[config.mk]
export PLATFORM = sky130hd
export DESIGN_NAME = resize_top
export DESIGN_NICKNAME = d
export VERILOG_FILES = /design/src/hdl/resize_pkg.sv /design/src/hdl/frame_geom_if.sv /design/src/hdl/scan_if.sv /design/src/hdl/resize_geometry.sv /design/src/hdl/resize_sequencer.sv /design/src/hdl/src_address_gen.sv /design/src/hdl/block_averager.sv /design/src/hdl/resize_top.sv
export SDC_FILE = /design/constraint.sdc
export NUM_CORES = 1
export LEC_CHECK = 0
export ABC_AREA = 1
export BUFFER_PORTS_ARGS = -buffer_cell sky130_fd_sc_hd__clkbuf_2
export CORE_ASPECT_RATIO = 1.2
export CORE_MARGIN = 3
export CORE_UTILIZATION = 43
export CTS_CLUSTER_SIZE = 12
export DETAILED_ROUTE_END_ITERATION = 16
export GPL_ROUTABILITY_DRIVEN = 0
export HOLD_SLACK_MARGIN = 0.15
export PLACE_DENSITY = 0.63
export SLEW_MARGIN = 25
export SYNTH_ARGS = -nofsm -noshare
export SYNTH_HDL_FRONTEND = slang
export SYNTH_SLANG_ARGS = --single-unit
[constraint.sdc]
create_clock -name clk -period 6.4 [get_ports clk]
set_input_delay 1.28 -clock clk [delete_from_list [all_inputs] [get_ports clk]]
set_output_delay 1.28 -clock clk [all_outputs]
set_load 0.1 [all_outputs]
[src/hdl/resize_pkg.sv]
// ==================================================
// Image sizes, widths and types of the resize engine
// Units refer to these by scoped name
// ==================================================
package resize_pkg;

    // ==================================================
    // Image and memory sizes
    // ==================================================
    localparam int SRC_WIDTH       = 160;
    localparam int SRC_HEIGHT      = 120;
    localparam int MAX_WIDTH       = 320;   // Frame RAM limit
    localparam int MAX_HEIGHT      = 240;
    localparam int ROM_LATENCY     = 3;     // Stable address to valid pixel
    localparam int MAX_SCALE_SHIFT = 3;     // Scale 8

    // Derived widths
    localparam int PIXEL_W    = 8;
    localparam int COORD_W    = $clog2((SRC_WIDTH << MAX_SCALE_SHIFT) + 1);
    localparam int ROM_ADDR_W = $clog2(SRC_WIDTH * SRC_HEIGHT);
    localparam int RAM_ADDR_W = $clog2(MAX_WIDTH * MAX_HEIGHT);
    localparam int SHIFT_W    = 2;
    localparam int ACCUM_W    = PIXEL_W + 2 * MAX_SCALE_SHIFT;  // 64 pixels of 255
    localparam int LAT_CNT_W  = $clog2(ROM_LATENCY + 1);

    // ==================================================
    // Types
    // ==================================================
    typedef logic [PIXEL_W-1:0]    pixel_t;
    typedef logic [COORD_W-1:0]    coord_t;
    typedef logic [ROM_ADDR_W-1:0] rom_addr_t;
    typedef logic [RAM_ADDR_W-1:0] ram_addr_t;
    typedef logic [SHIFT_W-1:0]    scale_shift_t;   // log2 of the scale
    typedef logic [ACCUM_W-1:0]    accum_t;

    typedef enum logic [0:0] {
        MODE_NEAREST,     // Zoom in with centered crop
        MODE_BLOCK_AVG    // Zoom out by block mean
    } resize_mode_e;

    typedef enum logic [2:0] {
        ST_IDLE,
        ST_SETUP,
        ST_FETCH,
        ST_WAIT,
        ST_ACCUM,
        ST_WRITE,
        ST_FINISH
    } seq_state_e;

endpackage

[src/hdl/frame_geom_if.sv]
// ==================================================
// Geometry of one resize run, held from setup
// until the next start
// ==================================================
`timescale 1ns/10ps

interface frame_geom_if;

    resize_pkg::resize_mode_e mode;
    resize_pkg::scale_shift_t scale_shift;
    resize_pkg::coord_t       dest_width;    // Output frame size
    resize_pkg::coord_t       dest_height;
    resize_pkg::coord_t       crop_x;        // Window offset in the enlarged image
    resize_pkg::coord_t       crop_y;

    // Geometry unit side
    modport producer (output mode, scale_shift, dest_width, dest_height, crop_x, crop_y);

    // Sequencer, address generator and averager
    modport consumer (input mode, scale_shift, dest_width, dest_height, crop_x, crop_y);

endinterface

[src/hdl/scan_if.sv]
// ==================================================
// Current scan position, output pixel and offset
// inside its source block
// ==================================================
`timescale 1ns/10ps

interface scan_if;

    resize_pkg::coord_t dest_x;    // Output pixel
    resize_pkg::coord_t dest_y;
    resize_pkg::coord_t local_x;   // Position inside the block
    resize_pkg::coord_t local_y;

    modport source (output dest_x, dest_y, local_x, local_y);
    modport sink   (input  dest_x, dest_y, local_x, local_y);

endinterface

[src/hdl/resize_geometry.sv]
// ==================================================
// Latches mode and zoom on an accepted start and
// registers output size and centered crop offsets
// ==================================================
`timescale 1ns/10ps

module resize_geometry (
    input  logic                     clk,
    input  logic                     rst,
    input  logic                     start,
    input  resize_pkg::resize_mode_e mode_in,
    input  resize_pkg::scale_shift_t zoom_select,
    input  logic                     busy,
    frame_geom_if.producer           geom
);

    resize_pkg::coord_t big_w;     // Enlarged size before crop
    resize_pkg::coord_t big_h;
    resize_pkg::coord_t fit_w;     // Enlarged size clipped to the RAM
    resize_pkg::coord_t fit_h;
    resize_pkg::coord_t next_w;
    resize_pkg::coord_t next_h;
    resize_pkg::coord_t next_cx;
    resize_pkg::coord_t next_cy;
    logic               capture;

    assign capture = start && !busy;   // Start during a run is ignored

    assign big_w = resize_pkg::coord_t'(resize_pkg::SRC_WIDTH) << zoom_select;
    assign big_h = resize_pkg::coord_t'(resize_pkg::SRC_HEIGHT) << zoom_select;

    assign fit_w = (big_w > resize_pkg::MAX_WIDTH) ?
                   resize_pkg::coord_t'(resize_pkg::MAX_WIDTH) : big_w;
    assign fit_h = (big_h > resize_pkg::MAX_HEIGHT) ?
                   resize_pkg::coord_t'(resize_pkg::MAX_HEIGHT) : big_h;

    always_comb begin
        if (mode_in == resize_pkg::MODE_NEAREST) begin
            next_w  = fit_w;
            next_h  = fit_h;
            next_cx = (big_w - fit_w) >> 1;    // Half of the cut-off part
            next_cy = (big_h - fit_h) >> 1;
        end else begin
            next_w  = resize_pkg::coord_t'(resize_pkg::SRC_WIDTH) >> zoom_select;
            next_h  = resize_pkg::coord_t'(resize_pkg::SRC_HEIGHT) >> zoom_select;
            next_cx = '0;
            next_cy = '0;
        end
    end

    always_ff @(posedge clk or posedge rst) begin
        if (rst) begin
            geom.mode        <= resize_pkg::MODE_NEAREST;
            geom.scale_shift <= '0;
            geom.dest_width  <= '0;
            geom.dest_height <= '0;
            geom.crop_x      <= '0;
            geom.crop_y      <= '0;
        end else if (capture) begin
            geom.mode        <= mode_in;
            geom.scale_shift <= zoom_select;
            geom.dest_width  <= next_w;
            geom.dest_height <= next_h;
            geom.crop_x      <= next_cx;
            geom.crop_y      <= next_cy;
        end
    end

    // Frame must fit the RAM for any mode and zoom
    dims_fit_ram: assert property (@(posedge clk) disable iff (rst)
        (geom.dest_width <= resize_pkg::MAX_WIDTH) &&
        (geom.dest_height <= resize_pkg::MAX_HEIGHT))
        else $error("Output frame larger than the RAM");

endmodule

[src/hdl/resize_sequencer.sv]
// ==================================================
// Main FSM, walks output pixels and block positions,
// paces ROM reads and writes each mean to the RAM
// ==================================================
`timescale 1ns/10ps

module resize_sequencer (
    input  logic                  clk,
    input  logic                  rst,
    input  logic                  start,
    frame_geom_if.consumer        geom,
    scan_if.source                scan,
    input  resize_pkg::rom_addr_t src_addr,
    output resize_pkg::rom_addr_t rom_addr,
    output logic                  accum_en,
    output logic                  block_first,
    input  resize_pkg::pixel_t    avg_pixel,
    output logic                  busy,
    output resize_pkg::ram_addr_t ram_addr,
    output resize_pkg::pixel_t    pixel_out,
    output logic                  wren,
    output logic                  done
);

    resize_pkg::seq_state_e state;
    resize_pkg::coord_t     dest_x;
    resize_pkg::coord_t     dest_y;
    resize_pkg::coord_t     local_x;
    resize_pkg::coord_t     local_y;
    resize_pkg::coord_t     block_max;          // Last local index in a block
    logic [resize_pkg::LAT_CNT_W-1:0]   lat_cnt;
    logic [2*resize_pkg::COORD_W-1:0]   dest_index;
    logic [2*resize_pkg::COORD_W-1:0]   frame_size;
    logic                   last_local;
    logic                   last_col;
    logic                   last_row;

    // ==================================================
    // Scan decode
    // ==================================================
    // Nearest mode reads a block of one pixel
    assign block_max = (geom.mode == resize_pkg::MODE_NEAREST) ? '0 :
                       (resize_pkg::coord_t'(1) << geom.scale_shift) - resize_pkg::coord_t'(1);

    assign last_local = (local_x == block_max) && (local_y == block_max);
    assign last_col   = dest_x == geom.dest_width - resize_pkg::coord_t'(1);
    assign last_row   = dest_y == geom.dest_height - resize_pkg::coord_t'(1);

    assign dest_index = dest_y * geom.dest_width + dest_x;   // Row-major RAM index
    assign frame_size = geom.dest_width * geom.dest_height;

    assign scan.dest_x  = dest_x;
    assign scan.dest_y  = dest_y;
    assign scan.local_x = local_x;
    assign scan.local_y = local_y;

    assign busy        = state != resize_pkg::ST_IDLE;
    assign accum_en    = state == resize_pkg::ST_ACCUM;
    assign block_first = accum_en && (local_x == '0) && (local_y == '0);

    // ==================================================
    // FSM
    // ==================================================
    always_ff @(posedge clk or posedge rst) begin
        if (rst) begin
            state    <= resize_pkg::ST_IDLE;
            dest_x   <= '0;
            dest_y   <= '0;
            local_x  <= '0;
            local_y  <= '0;
            lat_cnt  <= '0;
            rom_addr <= '0;
            ram_addr <= '0;
            wren     <= 1'b0;
            done     <= 1'b0;
        end else begin
            wren <= 1'b0;   // Strobes last one cycle
            done <= 1'b0;
            case (state)
                resize_pkg::ST_IDLE: begin
                    if (start)
                        state <= resize_pkg::ST_SETUP;
                end
                resize_pkg::ST_SETUP: begin
                    state <= resize_pkg::ST_FETCH;   // Geometry now valid
                end
                resize_pkg::ST_FETCH: begin
                    rom_addr <= src_addr;
                    lat_cnt  <= '0;
                    state    <= resize_pkg::ST_WAIT;
                end
                resize_pkg::ST_WAIT: begin
                    if (lat_cnt == resize_pkg::LAT_CNT_W'(resize_pkg::ROM_LATENCY - 1))
                        state <= resize_pkg::ST_ACCUM;
                    else
                        lat_cnt <= lat_cnt + 1'b1;
                end
                resize_pkg::ST_ACCUM: begin
                    if (last_local) begin
                        local_x <= '0;
                        local_y <= '0;
                        state   <= resize_pkg::ST_WRITE;
                    end else begin
                        if (local_x == block_max) begin
                            local_x <= '0;
                            local_y <= local_y + 1'b1;
                        end else begin
                            local_x <= local_x + 1'b1;
                        end
                        state <= resize_pkg::ST_FETCH;
                    end
                end
                resize_pkg::ST_WRITE: begin
                    ram_addr <= dest_index[resize_pkg::RAM_ADDR_W-1:0];
                    wren     <= 1'b1;
                    if (last_col) begin
                        dest_x <= '0;
                        if (last_row) begin
                            dest_y <= '0;   // Leaves the scan at the origin
                            state  <= resize_pkg::ST_FINISH;
                        end else begin
                            dest_y <= dest_y + 1'b1;
                            state  <= resize_pkg::ST_FETCH;
                        end
                    end else begin
                        dest_x <= dest_x + 1'b1;
                        state  <= resize_pkg::ST_FETCH;
                    end
                end
                resize_pkg::ST_FINISH: begin
                    done  <= 1'b1;   // One cycle after the last write
                    state <= resize_pkg::ST_IDLE;
                end
                default: state <= resize_pkg::ST_IDLE;
            endcase
        end
    end

    // Write data, taken while the mean is valid
    always_ff @(posedge clk) begin
        if (state == resize_pkg::ST_WRITE)
            pixel_out <= avg_pixel;
    end

    // ==================================================
    // Checks
    // ==================================================
    wren_done_apart: assert property (@(posedge clk) disable iff (rst)
        !(wren && done))
        else $error("wren and done high together");

    write_in_frame: assert property (@(posedge clk) disable iff (rst)
        wren |-> (ram_addr < frame_size))
        else $error("RAM write outside the output frame");

endmodule

[src/hdl/src_address_gen.sv]
// ==================================================
// Maps the scan position to a row-major source
// ROM address, nearest or block mode
// ==================================================
`timescale 1ns/10ps

module src_address_gen (
    frame_geom_if.consumer        geom,
    scan_if.sink                  scan,
    output resize_pkg::rom_addr_t src_addr
);

    resize_pkg::coord_t src_x;
    resize_pkg::coord_t src_y;

    always_comb begin
        if (geom.mode == resize_pkg::MODE_NEAREST) begin
            // Window position plus crop, back to source scale
            src_x = (scan.dest_x + geom.crop_x) >> geom.scale_shift;
            src_y = (scan.dest_y + geom.crop_y) >> geom.scale_shift;
        end else begin
            src_x = (scan.dest_x << geom.scale_shift) + scan.local_x;  // Block corner plus offset
            src_y = (scan.dest_y << geom.scale_shift) + scan.local_y;
        end
    end

    assign src_addr = resize_pkg::rom_addr_t'(src_y * resize_pkg::SRC_WIDTH + src_x);

    // Any reachable scan position lands inside the source image
    always_comb begin
        src_in_image: assert #0 ((src_x < resize_pkg::SRC_WIDTH) &&
                                 (src_y < resize_pkg::SRC_HEIGHT))
            else $error("Source coordinate outside the image");
    end

endmodule

[src/hdl/block_averager.sv]
// ==================================================
// Sums the pixels of one block and gives their mean,
// a single pixel passes through in nearest mode
// ==================================================
`timescale 1ns/10ps

module block_averager (
    input  logic               clk,
    input  logic               rst,
    frame_geom_if.consumer     geom,
    input  logic               accum_en,
    input  logic               block_first,
    input  resize_pkg::pixel_t pixel_in,
    output resize_pkg::pixel_t avg_pixel
);

    resize_pkg::accum_t accum;
    logic [resize_pkg::SHIFT_W:0] div_shift;   // log2 of the pixels per block

    // Block of scale x scale pixels, one pixel when zooming in
    assign div_shift = (geom.mode == resize_pkg::MODE_NEAREST) ? '0 :
                       {geom.scale_shift, 1'b0};

    assign avg_pixel = resize_pkg::pixel_t'(accum >> div_shift);   // Rounds down

    always_ff @(posedge clk or posedge rst) begin
        if (rst) begin
            accum <= '0;
        end else if (accum_en) begin
            if (block_first)
                accum <= resize_pkg::accum_t'(pixel_in);   // Restart on a new block
            else
                accum <= accum + resize_pkg::accum_t'(pixel_in);
        end
    end

endmodule

[src/hdl/resize_top.sv]
// ==================================================
// Resize engine top, source ROM in and frame RAM
// write strobes out on plain ports
// ==================================================
`timescale 1ns/10ps

module resize_top (
    input  logic                              clk,
    input  logic                              rst,
    input  logic                              start,
    input  logic                              mode,          // 0 nearest, 1 block average
    input  logic [resize_pkg::SHIFT_W-1:0]    zoom_select,   // log2 of the scale
    input  logic [resize_pkg::PIXEL_W-1:0]    pixel_in,
    output logic [resize_pkg::ROM_ADDR_W-1:0] rom_addr,
    output logic [resize_pkg::RAM_ADDR_W-1:0] ram_addr,
    output logic [resize_pkg::PIXEL_W-1:0]    pixel_out,
    output logic                              wren,
    output logic                              done
);

    resize_pkg::rom_addr_t src_addr;
    resize_pkg::pixel_t    avg_pixel;
    logic                  accum_en;
    logic                  block_first;
    logic                  busy;

    frame_geom_if geom_bus ();
    scan_if       scan_bus ();

    resize_geometry u_geometry (
        .clk         (clk),
        .rst         (rst),
        .start       (start),
        .mode_in     (resize_pkg::resize_mode_e'(mode)),
        .zoom_select (zoom_select),
        .busy        (busy),
        .geom        (geom_bus.producer)
    );

    resize_sequencer u_sequencer (
        .clk         (clk),
        .rst         (rst),
        .start       (start),
        .geom        (geom_bus.consumer),
        .scan        (scan_bus.source),
        .src_addr    (src_addr),
        .rom_addr    (rom_addr),
        .accum_en    (accum_en),
        .block_first (block_first),
        .avg_pixel   (avg_pixel),
        .busy        (busy),
        .ram_addr    (ram_addr),
        .pixel_out   (pixel_out),
        .wren        (wren),
        .done        (done)
    );

    src_address_gen u_addr_gen (
        .geom     (geom_bus.consumer),
        .scan     (scan_bus.sink),
        .src_addr (src_addr)
    );

    block_averager u_averager (
        .clk         (clk),
        .rst         (rst),
        .geom        (geom_bus.consumer),
        .accum_en    (accum_en),
        .block_first (block_first),
        .pixel_in    (pixel_in),
        .avg_pixel   (avg_pixel)
    );

endmodule

### Word level (Yosys, flattened, before mapping)

Cells that the tools add are included.

| word-level totals | value |
|---|---|
| input port bits | 14 |
| register bits | 152 |
| logic and storage cells | 105 |
| output and inout port bits | 42 |

| operators by class | value |
|---|---|
| $add $sub $neg | 17 |
| $mul | 2 |
| equality and inequality tests | 14 |
| reductions and logical operators | 15 |
| order comparisons | 2 |
| mux-type cells | 27 |
| shift-type cells | 10 |

Operators by type and width:

| operator | count |
|---|---|
| $mux 11 | 13 |
| $add 11x1->11 const B | 4 |
| $add 11x11->11 | 4 |
| $eq 11x11->1 | 4 |
| $sub 11x1->11 const B | 3 |
| $logic_not 11->1 | 2 |
| $shl 11x2->11 | 2 |
| $shr 11x2->11 | 2 |
| $sub 11x11->11 | 2 |
| $mux 10 | 2 |
| $mux 3 | 6 |
| $pmux 3 s6 | 1 |
| $add 17x11->17 | 1 |
| $mul 11x11->17 | 1 |
| $add 15x11->15 | 1 |
| $add 14x8->14 | 1 |
| $mux 14 | 1 |
| $shr 14x3->8 | 1 |
| $gt 11x8->1 const B | 1 |
| $gt 11x9->1 const B | 1 |
| $mul 11x3->10 const B | 1 |
| $shl 1x2->11 const A | 1 |
| $shl 7x2->11 const A | 1 |
| $shl 8x2->11 const A | 1 |
| 18 further kinds | 30 |

### Depth between registers and ports, before layout

Gate-level depths: netlist (run 1).

| logic depth | value |
|---|---|
| word-level depth | 7 |
| gate-level depth with buffers | 34 |
| mapped depth without buffers | 31 |

### Modules after synthesis

From an unflattened synthesis (run 1), not the netlist that was laid out.

| unflattened totals | value |
|---|---|
| cells, all modules | 2219 |
| area, all modules | 15207.1 um^2 |

Modules (own cells, without submodules):

| module | cells each | times used | area each (um^2) |
|---|---|---|---|
| resize_sequencer | 1246 | 1 | 9056.2 |
| src_address_gen | 614 | 1 | 3473.3 |
| block_averager | 212 | 1 | 1342.5 |
| resize_geometry | 147 | 1 | 1335.0 |

### Worst setup path after synthesis (run 1)

No wires, ideal clock.

| timing | value |
|---|---|
| path kind | flip-flop to flip-flop |
| start point | register u_sequencer.dest_y[5] (netlist: u_sequencer.scan.dest_y[5]) |
| end point | register u_sequencer.ram_addr[15] |
| path slack | 1367 ps |
| arrival time | 4965 ps |
| setup time | 68 ps |
| required time | 6332 ps |
| stages on the path, launching flop included | 26 |
| buffers on the path | 2 |
| clock period less this slack | 5033 ps |
| cells stage by stage | dfrtp_1 -> clkbuf_1 -> clkbuf_1 -> nand2_1 -> fa_1 -> inv_1 -> fa_1 -> inv_1 -> fa_1 -> inv_1 -> fa_1 -> inv_1 -> fa_1 -> inv_1 -> ha_1 -> inv_1 -> nor3_1 -> nand3_1 -> nand3_1 -> nand2_1 -> inv_1 -> nor2_1 -> o21bai_1 -> or2_2 -> nand3_1 -> nand2_1 |

| on the way | value |
|---|---|
| cells in the longest elaborated chain, start to end | 2 |

Ends and longest elaborated chain:

| element | line | source |
|---|---|---|
| start: declaration | resize_sequencer.sv:27 | `resize_pkg::coord_t dest_y;` |
| start signal: assignment | resize_sequencer.sv:122 | `dest_y <= dest_y + 1'b1;` |
| $mul 11x11->17 | resize_sequencer.sv:49 | `assign dest_index = dest_y * geom.dest_width + dest_x;` |
| $add 17x11->17 | resize_sequencer.sv:49 |  |
| end signal: assignment | resize_sequencer.sv:114 | `ram_addr <= dest_index[resize_pkg::RAM_ADDR_W-1:0];` |
| end: declaration | resize_sequencer.sv:19 | `output resize_pkg::ram_addr_t ram_addr,` |

Every way passes these cells.
A chain may end at the register's enable or synchronous reset.

### Worst setup path after layout (run 1)

| timing | value |
|---|---|
| start point | register u_sequencer.dest_y[0] (netlist: u_sequencer.scan.dest_y[0]) |
| end point | register u_sequencer.ram_addr[15] |

Same word-level chain as after synthesis.

==> results of run 1 <==
placed cells by master, fill, tap and decap left out, drive strengths merged, types with 12 or more instances in the layout:
cell	count
a21oi	97
buf	12
clkbuf	75
dfrtp	129
fa	69
ha	112
inv	333
nand2	457
nand3	101
nand4	20
nor2	117
nor3	26
o211ai	15
o21ai	126
or2	16
xnor2	27
xor2	62
flip-flops by register name, summed over array words and instances, names as in the netlist, 5 cells and up:
register / flops
u_averager.accum: 14
u_geometry.geom.crop_x: 5
u_geometry.geom.crop_y: 7
u_geometry.geom.dest_height: 9
u_geometry.geom.dest_width: 8
u_sequencer.pixel_out: 8
u_sequencer.ram_addr: 17
u_sequencer.rom_addr: 15
u_sequencer.scan.dest_x: 11
u_sequencer.scan.dest_y: 11
u_sequencer.scan.local_x: 11
u_sequencer.scan.local_y: 11
metrics by stage:
stage	hold slack (ns)	total power [mW]	util [%]	instance area [sq um]
4_1_cts	0.476	2.10	47.9	14600
3_3_place_gp	0.452	0.982	45.8	14000
2_1_floorplan	0.443	0.960	-	13400
5_1_grt	0.493	2.15	47.9	14600
3_5_place_dp	0.460	0.983	45.8	14000
6_report	0.474	2.08	47.9	14600
kinds of logic after synthesis:
| family | after synthesis | synth area share, % |
|---|---|---|
| mux | 9 | 0.673 |
| buf+inv | 392 | 11.2 |
| compound gates | 275 | 11.2 |
| other cells | 1 | 0.0280 |
| fa+ha+maj | 181 | 20.8 |
| xor+xnor | 89 | 5.88 |
| simple gates | 758 | 24.3 |
| flops | 137 | 25.9 |
metal layers:
metal / vias to the layer above / wire length [um] / global-route usage [%]
met2: 262 / 16600 / 37.1
met3: 57 / 1270 / 2.73
met5: - / 0 / 0
met4: 0 / 869 / 6.97
met1: 5577 / 15500 / 26.9
li1: 5886 / - / -
layout make-up:
| cell class | instances | area, sq um |
|---|---|---|
| clock buffers | 20 | 447 |
| clock inverters | 12 | 198 |
| fillers | 3003 | 15900 |
| inverters | 333 | 1250 |
| multi-input cells | 1313 | 8410 |
| flip-flops and latches | 137 | 3470 |
| well taps | 396 | 495 |
| repair buffers | 67 | 365 |
final timing paths:
check / start / endpoint / slack [ns] / cells after the start
min in group asynchronous: rst / u_averager.accum[6] / 0.97 / 2
hold reg to reg: u_sequencer.ram_addr[3] / u_sequencer.ram_addr[3] / 0.47 / 2
setup reg to reg: u_sequencer.scan.dest_y[0] / u_sequencer.ram_addr[15] / 1.21 / 20
hold / removal: u_sequencer.ram_addr[3] / u_sequencer.ram_addr[3] / 0.47 / 2
max in group asynchronous: rst / u_sequencer.ram_addr[8] / 4.17 / 3
setup / recovery: u_sequencer.scan.dest_y[0] / u_sequencer.ram_addr[15] / 1.21 / 20
power by group through the flow:
stage	logic, mW	clock network [mW]	registers [mW]
CTS	0.0862	1.13	0.881
floorplan	0.0436	0	0.917
global route	0.0949	1.17	0.882
global placement	0.0847	0	0.898
detailed placement	0.0857	0	0.898
finish	0.0846	1.11	0.882
tightest hold or removal path, delay by kind of cell (launching register included):
kind,cells,cell delay [ns]
flip-flops,1,0.35
AND/OR/NAND/NOR,2,0.09
==> results.ini, run 1 <==
[synthesis]
syn_nets = 2037
synth_cell_types = 53
synth_top_flop_cell = dfrtp_1
yosysTopAreaCell = dfrtp_1
synth-edff-count = 8
synth-seq-cells = 137
synth_top_area_share_pct = 24.1
async_flop_share_pct = 94.2
netlist_top_cells_count = nand2_1, inv_1, dfrtp_1
synth_cells = 1842
netlist_area_sq_mm = 0.0134
yosys_warnings = 0
synth.most_common_cell = nand2_1
synth.area.top_cells = dfrtp_1, nand2_1, ha_1
synth-seq-area-share_pct = 25.9
avgSynthCellArea_sq_um = 7.27

[clock_network]
cts_sinks = 137
max-clock-path-buffers = 2
cts.clk_slew.worst_paths_ns = 0.07
cts_resized = 0
clockRootBuffer = clkbuf_16
clock_latency_ns = 0.44
cts_buffers = 17
postCtsHoldBufs = 0
h-tree-depth = 4
cts_tree = yes
postCtsSetupBuffers = 0

[grt]
grt_max_degree = 71
grt_usage_pct = 21.0
grt_pass1_vias = 11800
grt_pass1_wl_mm = 57.9
grt_overflow_total = 0
antenna_found_initial = 0

[die]
ioPinCount = 56
num_rows = 70
die_h_um = 199
core_area_sq_mm = 0.0306
initial_core_util_pct = 43.8
die_w_um = 167
die_area_sq_mm = 0.0333

[timing]
slew-limit-headroom_pct = 37.4
hold_violations = 0
rsz0062_at_grt = false
fin_crit_sh_pct = 81.1
fmax_ghz = 0.193
worst_slack_ns = 1.21
finClkSkew_ns = 0.0105
tns_ns = 0
period_needed_ns = 5.19
final_max_slew_viol_count = 0
setup_viol = 0
tightest_slew_ns = 0.939

[layout]
nets = 2064
area_growth_pct = 9.41
drive_above_1_share_pct = 7.97
finalNonFillerCells = 2278
num_antenna_cells = 0

[run_status]
status = complete, no violations

[detailed_routing]
first_pass_iters = 6
drtIter0Drc = 684
drt-total-wl_mm = 34.2
wl_per_cell_um = 15.0
viasPerCell = 5.17
num_vias = 11800
drc = 0
ant_nets = 0

[power]
p_leak_nw = 7.93
clkPwrFrac_pct = 53.6
p_per_area_mw_per_mm2 = 142
p_int_mw = 1.60
switching_share_pct = 23.0
p_sw_uw = 479
worst_ir_drop_vdd_v = 0.000156
comb_power_share_pct = 4.1
seqPwrFrac_pct = 42.4

[placement]
dp_hpwl_mm = 26.2
dp.cells = 2246
dpl_worst_slack_ns = 1.17
port_buffers = 55

[critical_path]
crit_path_max_incr_delay_ns = 0.70
critPathBufInv = 4
setup.worst_path.start_class = flip-flop
worstPathCellList = nand2_1, fa_1, fa_1, inv_1, fa_1, fa_1, inv_1, fa_1, inv_1, ha_1, a21oi_1, o21a_1, nand3_1, nand2_1, inv_1, nor2_1, o21bai_1, or2_2, nand3_1, nand2_1
crit_type = flip-flop to flip-flop
path_common_cell = fa_1
worstPathArrival_ns = 5.51
cp_slowest_cell = dfrtp_1
cp_top_family = adder cells
end_kind = flip-flop
critPathRequiredTime_ns = 6.72
crit_fanout = 17

[job]
drv_cap = 0

[worst_hold_path]
holdCritPathClass = flip-flop to flip-flop

(Power assumes the default switching activity.)
==> run 2: changes to the inputs <==
clock period = 5.25 ns   (was 6.4 ns; I/O delays follow)
==> run 2 against run 1 <==
Net effect: power rose by 23%; sequential power increased by 22%; critical path depth rose by 2; utilization up 0.62 points; global-route usage barely moved; cell area grew 1.3%; critical path type unchanged; highest routed layer is now met5.
==> results.ini, run 2 (synthesis results as in run 1) <==
[critical_path]
setup.worst_path.start_class = flip-flop
critPathRequiredTime_ns = 5.57  ; -1.15 ns
crit_type = flip-flop to flip-flop
worstPathArrival_ns = 5.29  ; -0.22 ns
end_kind = flip-flop
crit_fanout = 11  ; -6

[placement]
dp_hpwl_mm = 26.7  ; +1.9%
port_buffers = 55  ; unchanged
dp.cells = 2267  ; +0.93%
placed_area_sq_mm = 0.0142  ; +1.1%

[clock_network]
clock_latency_ns = 0.43  ; about the same
max-clock-path-buffers = 2  ; unchanged
cts.clk_slew.worst_paths_ns = 0.06  ; about the same
h-tree-depth = 4  ; unchanged
postCtsSetupBuffers = 0  ; unchanged
clockRootBuffer = clkbuf_16
cts_buffers = 17  ; unchanged
cts_tree = yes
cts_sinks = 137  ; unchanged

[die]
die_h_um = 199  ; unchanged
num_rows = 70  ; unchanged
die_w_um = 167  ; unchanged
die_area_sq_mm = 0.0333  ; unchanged
core_area_sq_mm = 0.0306  ; unchanged
initial_core_util_pct = 43.8  ; unchanged
ioPinCount = 56  ; unchanged

[layout]
drive_above_1_share_pct = 9.25  ; +1.3 points
nets = 2085  ; +1.0%
layout_common_cells = nand2_1, inv_1, dfrtp_1, o21ai_0, ha_1
top_regs = u_sequencer.ram_addr (17), u_sequencer.rom_addr (15), u_averager.accum (14)
utilization_pct = 48.5  ; +0.62 points
largest_register_ffs = 17  ; unchanged
finalNonFillerCells = 2299  ; +0.92%
final_area_sq_mm = 0.0148  ; +1.3%
final_common_cell = nand2_1
area_growth_pct = 10.8
top_register = u_sequencer.ram_addr
num_antenna_cells = 0  ; unchanged
nFillCells = 3036  ; +1.1%

[timing]
finClkSkew_ns = 0.00897  ; -0.00151 ns
holdWs_ns = 0.468  ; -0.00647 ns
setup_viol = 0  ; unchanged
rsz0062_at_grt = false
slew-limit-headroom_pct = 51.5  ; +14 points
fmax_ghz = 0.201  ; +4.5%
tns_ns = 0  ; unchanged
period_needed_ns = 4.97  ; -0.223 ns
fin_crit_sh_pct = 94.6  ; +14 points
tightest_slew_ns = 0.728  ; -0.211 ns
hold_violations = 0  ; unchanged
final_max_slew_viol_count = 0  ; unchanged

[grt]
antenna_found_initial = 1  ; +1
grt_usage_pct = 21.0  ; about the same
grt_max_degree = 101  ; +42%
grt_overflow_total = 0  ; unchanged
grt_pass1_wl_mm = 57.4  ; -0.95%
grt_pass1_vias = 11600  ; -1.3%

[detailed_routing]
wl_met1_mm = 14.7  ; -5.1%
ant_nets = 0  ; unchanged
drt-total-wl_mm = 34.1  ; -0.30%
num_vias = 11800  ; +0.44%
drc = 0  ; unchanged
wl_per_cell_um = 14.8  ; -1.2%
met2_length_mm = 16.9  ; +2.1%
first_pass_iters = 6  ; unchanged
drtIter0Drc = 731  ; +6.9%
maxUsedRoutingLayer = met5
wl_met3_mm = 1.76  ; +39%
viasPerCell = 5.15  ; -0.48%

[power]
p_sw_uw = 573  ; +20%
p_leak_nw = 8.04  ; +1.4%
comb_power_share_pct = 4.1  ; about the same
seqPwrFrac_pct = 42.1  ; -0.3 points
p_per_area_mw_per_mm2 = 172  ; +21%
clkPwrFrac_pct = 53.8  ; +0.2 points
p_int_mw = 1.98  ; +24%
switching_share_pct = 22.4  ; -0.58 points
worst_ir_drop_vdd_v = 0.000126  ; -19%

[job]
drv_cap = 0  ; unchanged

[run_status]
status = complete, no violations

[worst_hold_path]
holdCritPathClass = flip-flop to flip-flop

run 2: changes by cell type in the layout (fill, tap and decap cells not counted), sizes merged:
cell      before  now
clkinvlp       2    1
buf           12   33
clkbuf        75   77
clkinv         5    4
run 2: power by group through the flow:
stage | logic (mW) | registers, mW | clock network [mW]
6_report | 0.104 | 1.08 | 1.38
4_1_cts | 0.106 | 1.07 | 1.40
3_5_place_dp | 0.105 | 1.09 | 0
2_1_floorplan | 0.0532 | 1.12 | 0
3_3_place_gp | 0.103 | 1.09 | 0
5_1_grt | 0.117 | 1.08 | 1.45
run 2: final timing paths:
path | cells past startpoint | to | from | slack, ns
setup / recovery | 22 | u_sequencer.ram_addr[15] | u_sequencer.scan.dest_y[3] | 0.28
hold / removal | 2 | u_sequencer.ram_addr[2] | u_sequencer.ram_addr[2] | 0.47
setup reg to reg | 22 | u_sequencer.ram_addr[15] | u_sequencer.scan.dest_y[3] | 0.28
hold reg to reg | 2 | u_sequencer.ram_addr[2] | u_sequencer.ram_addr[2] | 0.47
max in group asynchronous | 3 | u_sequencer.scan.dest_y[2] | rst | 3.53
min in group asynchronous | 2 | u_sequencer.wren | rst | 0.75
run 2: repair_timing:
| item | CTS | global route |
|---|---|---|
| hold buffers | 0 | 0 |
| endpoints found under the setup margin | 0 | 2 |
| resized for setup | 0 | 5 |
run 2: worst max-delay path, stage by stage (launching register included):
cell,delay [ns]
dfrtp_2,0.50
nand2_1,0.10
inv_1,0.06
fa_1,0.55
inv_1,0.05
fa_1,0.47
inv_1,0.05
fa_1,0.50
fa_1,0.54
inv_1,0.05
fa_1,0.52
inv_1,0.04
ha_1,0.33
a21oi_1,0.17
o21a_1,0.14
nand3_1,0.12
nand2_1,0.08
inv_1,0.05
nor2_1,0.08
o21bai_1,0.07
or2_2,0.27
nand3_1,0.07
nand2_1,0.05
run 2: area by class of cell:
cell class	instances	area (sq um)	area share (%)
inverter	333	1260	8.48
sequential	137	3470	23.4
tap	396	495	3.34
timing repair buffer	88	523	3.53
clock buffer	22	474	3.20
multi-input combinational	1313	8420	56.8
clock inverter	10	189	1.27
run 2: per-layer routing:
layer / GRT usage, % / vias to the layer above
met1: 26.4 / 5562
li1: - / 5930
met4: 6.02 / 2
met2: 37.5 / 289
met5: 0 / -
met3: 3.54 / 51
run 2: stage by stage:
stage,power (mW),setup slack [ns]
after floorplan,1.17,0.217
after detailed placement,1.20,0.237
after global placement,1.20,0.351
final,2.55,0.285
after CTS,2.58,0.219
after global routing,2.64,0.0204
